--- config.mk ---
export PLATFORM = sky130hd
export DESIGN_NAME = hexLogTop
export DESIGN_NICKNAME = d
export VERILOG_FILES = /design/src/hexLogPkg.sv /design/src/hexFormatter.sv /design/src/hexLogRegs.sv /design/src/hexLogTop.sv /design/src/uartTx.sv
export SDC_FILE = /design/constraint.sdc
export NUM_CORES = 1
export LEC_CHECK = 0
export BUFFER_PORTS_ARGS = -buffer_cell sky130_fd_sc_hd__buf_2
export CORE_UTILIZATION = 50
export CTS_CLUSTER_DIAMETER = 80
export CTS_CLUSTER_SIZE = 28
export DETAILED_ROUTE_END_ITERATION = 7
export PLACE_DENSITY = 0.75
export SLEW_MARGIN = 20
export SYNTH_ARGS = -nofsm -noshare
export SYNTH_HDL_FRONTEND = slang
export SYNTH_SLANG_ARGS = --single-unit
--- constraint.sdc ---
create_clock -name iCLK -period 2.12 [get_ports iCLK]
set_input_delay 0.212 -clock iCLK [delete_from_list [all_inputs] [get_ports iCLK]]
set_output_delay 0.212 -clock iCLK [all_outputs]
set_load 0.02 [all_outputs]
--- src/hexLogPkg.sv ---
// --------------------
// Shared widths, register map and FSM encodings for the hex logger
// Imported by every block of the logger and by its testbench
// --------------------
package hexLogPkg;

	// --------------------
	// Widths
	// --------------------
	localparam int WB_DATA_WIDTH  = 32;
	localparam int WB_ADDR_WIDTH  = 2;
	localparam int LOG_WORD_WIDTH = 16;
	localparam int NIBBLE_COUNT   = 4;   // Hex characters per logged word
	localparam int CHAR_WIDTH     = 8;
	localparam int BAUD_DIV_WIDTH = 16;

	typedef logic [WB_DATA_WIDTH-1:0]  wbData_t;
	typedef logic [WB_ADDR_WIDTH-1:0]  wbAddr_t;
	typedef logic [LOG_WORD_WIDTH-1:0] logWord_t;
	typedef logic [CHAR_WIDTH-1:0]     asciiChar_t;
	typedef logic [BAUD_DIV_WIDTH-1:0] baudDiv_t;   // Bit lasts divisor + 1 cycles

	// --------------------
	// Register map
	// --------------------
	localparam wbAddr_t ADDR_DATA   = 2'd0;
	localparam wbAddr_t ADDR_STATUS = 2'd1;
	localparam wbAddr_t ADDR_BAUD   = 2'd2;   // Address 3 reads zero

	localparam baudDiv_t   DEFAULT_BAUD_DIV = 16'd15;
	localparam asciiChar_t LINE_END_CHAR    = 8'h0A;   // Line feed

	// Formatter FSM
	typedef enum logic [1:0] {
		FMT_IDLE,
		FMT_EMIT,   // Hex digits going out
		FMT_WAIT    // Line feed going out
	} fmtState_t;

	// Serializer FSM
	typedef enum logic [1:0] {TX_IDLE, TX_START, TX_DATA, TX_STOP} txState_t;

endpackage

--- src/hexFormatter.sv ---
// --------------------
// Turns a 16-bit word into four upper-case hex characters and a line feed
// Takes words on a valid/ready pair and emits characters the same way
// --------------------
`timescale 1ns/100ps

module hexFormatter (
	input  logic                  iCLK,
	input  logic                  iRST,
	// Word input
	input  logic                  wordValid,
	output logic                  wordReady,
	input  hexLogPkg::logWord_t   word,
	output logic                  fmtBusy,
	// Character output
	output logic                  charValid,
	input  logic                  charReady,
	output hexLogPkg::asciiChar_t char
);

	import hexLogPkg::*;

	typedef logic [$clog2(NIBBLE_COUNT)-1:0] nibIdx_t;

	fmtState_t state;
	nibIdx_t   nibbleIdx;   // Counts down from the top nibble
	logWord_t  wordReg;
	logic      charXfer;
	logic [3:0] nibble;

	// Nibble to ASCII, 0-9 then A-F
	function automatic asciiChar_t hexChar(input logic [3:0] nib);
		if (nib < 4'd10)
		begin
			return 8'h30 + {4'h0, nib};
		end
		return 8'h37 + {4'h0, nib};
	endfunction

	assign wordReady = (state == FMT_IDLE);
	assign fmtBusy   = (state != FMT_IDLE);
	assign charValid = (state != FMT_IDLE);
	assign charXfer  = charValid & charReady;

	assign nibble = wordReg[{nibbleIdx, 2'b00} +: 4];
	assign char   = (state == FMT_WAIT) ? LINE_END_CHAR : hexChar(nibble);

	// --------------------
	// Sequencer
	// --------------------
	always_ff @(posedge iCLK)
	begin
		if (iRST)
		begin
			state     <= FMT_IDLE;
			nibbleIdx <= '0;
		end
		else
		begin
			case (state)
				FMT_IDLE:
				begin
					if (wordValid)
					begin
						state     <= FMT_EMIT;
						nibbleIdx <= nibIdx_t'(NIBBLE_COUNT - 1);
					end
				end
				FMT_EMIT:
				begin
					if (charXfer)
					begin
						if (nibbleIdx == '0)
						begin
							state <= FMT_WAIT;   // Last digit gone, line feed next
						end
						else
						begin
							nibbleIdx <= nibbleIdx - 1'b1;
						end
					end
				end
				FMT_WAIT:
				begin
					if (charXfer) state <= FMT_IDLE;
				end
				default: state <= FMT_IDLE;
			endcase
		end
	end

	// Word capture on accept
	always_ff @(posedge iCLK)
	begin
		if (wordValid && wordReady)
		begin
			wordReg <= word;
		end
	end

endmodule

--- src/hexLogRegs.sv ---
// --------------------
// Wishbone classic slave with the data, status and baud registers
// DATA writes are held until the formatter takes the word
// --------------------
`timescale 1ns/100ps

module hexLogRegs (
	input  logic               iCLK,
	input  logic               iRST,
	// Wishbone slave
	input  logic               wbCyc,
	input  logic               wbStb,
	input  logic               wbWe,
	input  hexLogPkg::wbAddr_t wbAdr,
	input  hexLogPkg::wbData_t wbDatW,
	output hexLogPkg::wbData_t wbDatR,
	output logic               wbAck,
	// Word handshake toward the formatter
	output logic               wordValid,
	input  logic               wordReady,
	output hexLogPkg::logWord_t word,
	// Status and configuration
	input  logic               fmtBusy,
	input  logic               txBusy,
	output hexLogPkg::baudDiv_t baudDiv
);

	import hexLogPkg::*;

	logic    access;
	logic    dataWrite;
	logic    wordXfer;
	wbData_t readMux;

	assign access    = wbCyc & wbStb;
	assign dataWrite = wbWe && (wbAdr == ADDR_DATA);
	assign wordXfer  = wordValid & wordReady;

	// --------------------
	// Ack generation
	// --------------------
	// Plain accesses ack one cycle after they are seen; DATA writes ack
	// one cycle after the word is handed over
	always_ff @(posedge iCLK)
	begin
		if (iRST)
		begin
			wbAck <= 1'b0;
		end
		else
		begin
			wbAck <= (access & ~dataWrite & ~wbAck) | wordXfer;
		end
	end

	// Word hand-off
	always_ff @(posedge iCLK)
	begin
		if (iRST)
		begin
			wordValid <= 1'b0;
		end
		else if (wordXfer)
		begin
			wordValid <= 1'b0;
		end
		else if (access && dataWrite && !wordValid && !wbAck)
		begin
			wordValid <= 1'b1;   // Word is latched below in the same cycle
		end
	end

	always_ff @(posedge iCLK)
	begin
		if (access && dataWrite && !wordValid && !wbAck)
		begin
			word <= wbDatW[LOG_WORD_WIDTH-1:0];
		end
	end

	// Divisor register
	always_ff @(posedge iCLK)
	begin
		if (iRST)
		begin
			baudDiv <= DEFAULT_BAUD_DIV;
		end
		else if (access && wbWe && (wbAdr == ADDR_BAUD) && !wbAck)
		begin
			baudDiv <= wbDatW[BAUD_DIV_WIDTH-1:0];
		end
	end

	// --------------------
	// Read data
	// --------------------
	always_comb
	begin
		case (wbAdr)
			ADDR_STATUS: readMux = wbData_t'({txBusy, fmtBusy});
			ADDR_BAUD:   readMux = wbData_t'(baudDiv);
			default:     readMux = '0;   // DATA is write only
		endcase
	end

	always_ff @(posedge iCLK)
	begin
		wbDatR <= readMux;   // Valid in the ack cycle
	end

endmodule

--- src/hexLogTop.sv ---
// --------------------
// Hex logger top: Wishbone registers, hex formatter and UART transmitter
// --------------------
`timescale 1ns/100ps

module hexLogTop (
	input  logic               iCLK,
	input  logic               iRST,
	input  logic               wbCyc,
	input  logic               wbStb,
	input  logic               wbWe,
	input  hexLogPkg::wbAddr_t wbAdr,
	input  hexLogPkg::wbData_t wbDatW,
	output hexLogPkg::wbData_t wbDatR,
	output logic               wbAck,
	output logic               txLine
);

	import hexLogPkg::*;

	logic       wordValid;
	logic       wordReady;
	logWord_t   word;
	logic       charValid;
	logic       charReady;
	asciiChar_t char;
	logic       fmtBusy;
	logic       txBusy;
	baudDiv_t   baudDiv;

	hexLogRegs hexLogRegs_inst (
		.iCLK(iCLK), .iRST(iRST),
		.wbCyc(wbCyc), .wbStb(wbStb), .wbWe(wbWe), .wbAdr(wbAdr),
		.wbDatW(wbDatW), .wbDatR(wbDatR), .wbAck(wbAck),
		.wordValid(wordValid), .wordReady(wordReady), .word(word),
		.fmtBusy(fmtBusy), .txBusy(txBusy), .baudDiv(baudDiv)
	);

	hexFormatter hexFormatter_inst (
		.iCLK(iCLK), .iRST(iRST),
		.wordValid(wordValid), .wordReady(wordReady), .word(word), .fmtBusy(fmtBusy),
		.charValid(charValid), .charReady(charReady), .char(char)
	);

	uartTx uartTx_inst (
		.iCLK(iCLK), .iRST(iRST),
		.charValid(charValid), .charReady(charReady), .char(char),
		.baudDiv(baudDiv), .txBusy(txBusy), .txLine(txLine)
	);

endmodule

--- src/uartTx.sv ---
// --------------------
// 8N1 UART transmitter, LSB first, idle line high
// One bit lasts baudDiv + 1 clocks, divisor taken at frame start
// --------------------
`timescale 1ns/100ps

module uartTx (
	input  logic                  iCLK,
	input  logic                  iRST,
	// Character input
	input  logic                  charValid,
	output logic                  charReady,
	input  hexLogPkg::asciiChar_t char,
	// Configuration and status
	input  hexLogPkg::baudDiv_t   baudDiv,
	output logic                  txBusy,
	// Serial line
	output logic                  txLine
);

	import hexLogPkg::*;

	txState_t   state;
	baudDiv_t   baudCnt;
	baudDiv_t   divLatch;   // Divisor for the current frame
	logic [2:0] bitCnt;
	asciiChar_t shiftReg;
	logic       bitEnd;
	logic       charXfer;

	assign charReady = (state == TX_IDLE);
	assign txBusy    = (state != TX_IDLE);
	assign charXfer  = charValid & charReady;
	assign bitEnd    = (baudCnt == divLatch);

	// --------------------
	// Frame sequencer
	// --------------------
	always_ff @(posedge iCLK)
	begin
		if (iRST)
		begin
			state   <= TX_IDLE;
			baudCnt <= '0;
			bitCnt  <= '0;
		end
		else if (state == TX_IDLE)
		begin
			baudCnt <= '0;
			bitCnt  <= '0;
			if (charValid) state <= TX_START;
		end
		else
		begin
			baudCnt <= bitEnd ? '0 : baudCnt + 1'b1;
			if (bitEnd)
			begin
				case (state)
					TX_START: state <= TX_DATA;
					TX_DATA:
					begin
						bitCnt <= bitCnt + 1'b1;
						if (bitCnt == 3'd7) state <= TX_STOP;
					end
					default:  state <= TX_IDLE;   // End of stop bit
				endcase
			end
		end
	end

	// Data shifter
	always_ff @(posedge iCLK)
	begin
		if (charXfer)
		begin
			shiftReg <= char;
			divLatch <= baudDiv;
		end
		else if ((state == TX_DATA) && bitEnd)
		begin
			shiftReg <= {1'b1, shiftReg[CHAR_WIDTH-1:1]};
		end
	end

	// Line driver
	always_comb
	begin
		case (state)
			TX_START: txLine = 1'b0;
			TX_DATA:  txLine = shiftReg[0];
			default:  txLine = 1'b1;   // Idle and stop
		endcase
	end

endmodule
==> metrics.txt <==
Reg2Reg Setup Slack 0.23 ns; Max VDD drop 0.632 mV; max-cap viol count 0; clock latency on the worst-skew pair 0.51 ns; grt ovf 0; Routed met1 length 3840 um; commonest non-fill, non-tap cell in the layout dfxtp_1; sequential fraction of the synthesis area 63.4%; origin of the critical flop-to-flop path hexFormatter_inst.nibbleIdx[0]$_SDFFE_PP0P_; nets@finish 503; Fmax 530 MHz; fin cells 574; asr flop ratio synth 0%; Post-Syn Area 4520 um2; CTS H-tree depth 4; clk_skew 0.00933 ns; root buf cell clkbuf_8; Hold Vio Cnt, Final 0; vias in the first global route 2,958; final worst path period need 1.89 ns; RSZ-0062 raised after global routing no; worst-margin pin slew 0.676 ns; Hold WC Path Type in -> reg; CTS tree built; status finished clean; # DRC 0; core area 8720 um2; gpl congestion 0.786; Rel. slew slack 54.9%; Via density 5.10; routed wire length 8850 um; Leakage Power 2.15 nW; WL met2 4570 um; TritonCTS Buffers 17; FF+latch count, synth 115; DRT iter0 DRCs 138; fillcell total 625; crit end category flop; Req. time, crit path 2.37 ns; hold_sp wbWe; worst-path fanout max 7; CP peak stage delay 0.59 ns; pwr dens 963 nW/um2; Routed Antenna Nets 0; via count 2,930; Highest Signal Layer met4; Hold Crit Depth 4; worst path cell trace mux4_2, inv_1, ha_1, inv_1, o21ai_0, o21ai_0; metal3 WL 341 um; CP startpoint kind flop; Sw Pwr 0.00114 W; Layout area overhead 23.0%; Combinational Power Share 3.0%; Min Hold Slack 0.0760 ns; Starting Density 51.8%; Final setup viols 0; arrival time at the worst endpoint 2.14 ns; DP Cell Count 526; commonest non-fill, non-tap cells in the layout 58 x dfxtp_1, 56 x edfxtp_1, 50 x nand2_1; length of the first detailed-routing pass in iterations 4; register share of total power 44.0%; Internal 0.00420 W; Setup Fix Bufs, Post-CTS 0; Clock power frac 53.0%; Worst-path clk slew 0.06 ns; Sink Count 115; type of the worst setup path reg -> reg; share of layout cells above drive strength 1 19.1%; Avg Cell Area, Syn 11.7 um2; Die W 97.0 um; clock tree buffer depth 2; Min-Delay Endpoint hexLogRegs_inst.wbAck$_SDFF_PP0_; fin. max-slew vios 0; EDFF count, synth 56; yosys warns 0; DP HPWL 5590 um; fin crit share 89.0%; ys flop type dfxtp_1; n_diodes 0; Die ar. 9410 um2; switching share of power 21.4%; gr usage total 20.0%; Buffers on Ports 40; io pins 73; Cells after Synth 386; largest net degree at the start of global routing 27; Netlist cell types 43; initial antenna violation count 0; # rows 34; Final TNS setup 0 ns; r2r endpoint uartTx_inst.shiftReg[6]$_DFFE_PP_; R2R cell count 6; Die H 97.0 um; slowest CP cell mux4_2; first-pass GRT wire length 14,200 um; wire per inst 15.4 um
-- cell type report --
| cell class | count | area (um2) | share of cell area, % |
|---|---|---|---|
| multi-input cells | 242 | 1480 | 26.7 |
| inverters | 15 | 56.3 | 1.01 |
| clock buffers | 17 | 414 | 7.46 |
| well taps | 108 | 135 | 2.43 |
| flip-flops and latches | 115 | 2860 | 51.6 |
| repair buffers | 62 | 418 | 7.53 |
| clock inverters | 15 | 185 | 3.33 |
-- sequential cells by signal, summed over array words and instances, names as in the netlist --
name and flops:
hexLogRegs_inst.wbDatR 16, hexLogRegs_inst.wbAck 1, hexFormatter_inst.nibbleIdx 2, uartTx_inst.shiftReg 8, uartTx_inst.baudCnt 16, hexLogRegs_inst.wordValid 1, uartTx_inst.divLatch 16, hexLogRegs_inst.word 16
hexLogRegs_inst.baudDiv 16, uartTx_inst.state 2, hexFormatter_inst.state 2, uartTx_inst.bitCnt 3, hexFormatter_inst.wordReg 16
-- how the worst max path moves through the flow --
stage                                                            from                           endpoint  cells after the start
after CTS                 hexFormatter_inst.nibbleIdx[0]$_SDFFE_PP0P_  uartTx_inst.shiftReg[6]$_DFFE_PP_                      6
after detailed placement  hexFormatter_inst.nibbleIdx[0]$_SDFFE_PP0P_  uartTx_inst.shiftReg[6]$_DFFE_PP_                      6
after global routing               uartTx_inst.divLatch[12]$_DFFE_PP_  uartTx_inst.shiftReg[4]$_DFFE_PP_                      6
final                     hexFormatter_inst.nibbleIdx[0]$_SDFFE_PP0P_  uartTx_inst.shiftReg[6]$_DFFE_PP_                      6
after global placement    hexFormatter_inst.nibbleIdx[0]$_SDFFE_PP0P_  uartTx_inst.shiftReg[6]$_DFFE_PP_                      6
after floorplan                    uartTx_inst.divLatch[15]$_DFFE_PP_  uartTx_inst.shiftReg[0]$_DFFE_PP_                      4
-- power groups by stage --
stage | clock, W | combinational [W] | sequential (W)
after floorplan | 0 | 0.0000994 | 0.00240
after global placement | 0 | 0.000130 | 0.00240
after detailed placement | 0 | 0.000133 | 0.00240
after CTS | 0.00286 | 0.000157 | 0.00235
after global routing | 0.00297 | 0.000173 | 0.00235
final | 0.00283 | 0.000161 | 0.00235
-- cells by family (layout without fill, tap and decap cells) --
group	after synthesis	in the layout	share of synthesized area [%]
xor gates and xnor gates	32	32	6.21
adders and majority gates	11	11	3.05
DFF	115	115	63.4
buffers and inverters	44	109	5.21
AOI/OAI and AO/OA	47	47	5.82
and+or+nand+nor	131	131	14.0
other	1	16	0.0830
muxes	5	5	2.22
-- layer usage --
metal,track usage (%),up-vias
li1,-,1431
met4,9.99,0
met2,32.9,86
met5,0,-
met3,5.92,10
met1,24.0,1403
-- cell usage after synthesis, types with 2 or more instances --
master	n	area (um2)
dfxtp_1	59	1180
edfxtp_1	56	1680
nand2_1	50	188
nor2_1	25	93.8
xor2_1	24	210
a21oi_1	23	115
buf_4	16	120
and2_1	15	93.8
inv_1	15	56.3
o21ai_0	13	65.1
ha_1	11	138
clkbuf_1	9	33.8
nand3_1	8	40.0
xnor2_1	8	70.1
nand3b_1	5	37.5
nor4_1	5	31.3
mux4_2	4	90.1
nand4_1	4	25.0
nor3_1	4	20.0
and3_1	3	18.8
nand2b_1	3	18.8
and4_2	2	20.0
o21a_1	2	15.0
or2_2	2	12.5
or3_1	2	12.5
-- per-stage QoR --
stage,util (%),setup slack (ns),instance area [um2],total power [W]
CTS,63.6,0.0872,5550,0.00537
global route,63.7,0.0271,5550,0.00549
floorplan,-,0.0277,4570,0.00250
finish,63.7,0.232,5550,0.00535
detailed placement,54.9,0.111,4790,0.00253
global placement,54.9,0.146,4790,0.00253
-- critical path: cells and delay by family, from the launching register on --
family,cells,cell delay [ns]
adders and majority gates,1,0.15
AOI/OAI and AO/OA,2,0.32
muxes,1,0.59
DFF,1,0.44
buffers and inverters,2,0.12
-- repair_timing --
item	in CTS	in global routing
hold buffers	16	0
endpoints found under the hold margin	32	0
endpoints found under the setup margin	0	10
resized for setup	0	3
No activity file was read; power rests on OpenSTA's default activity.
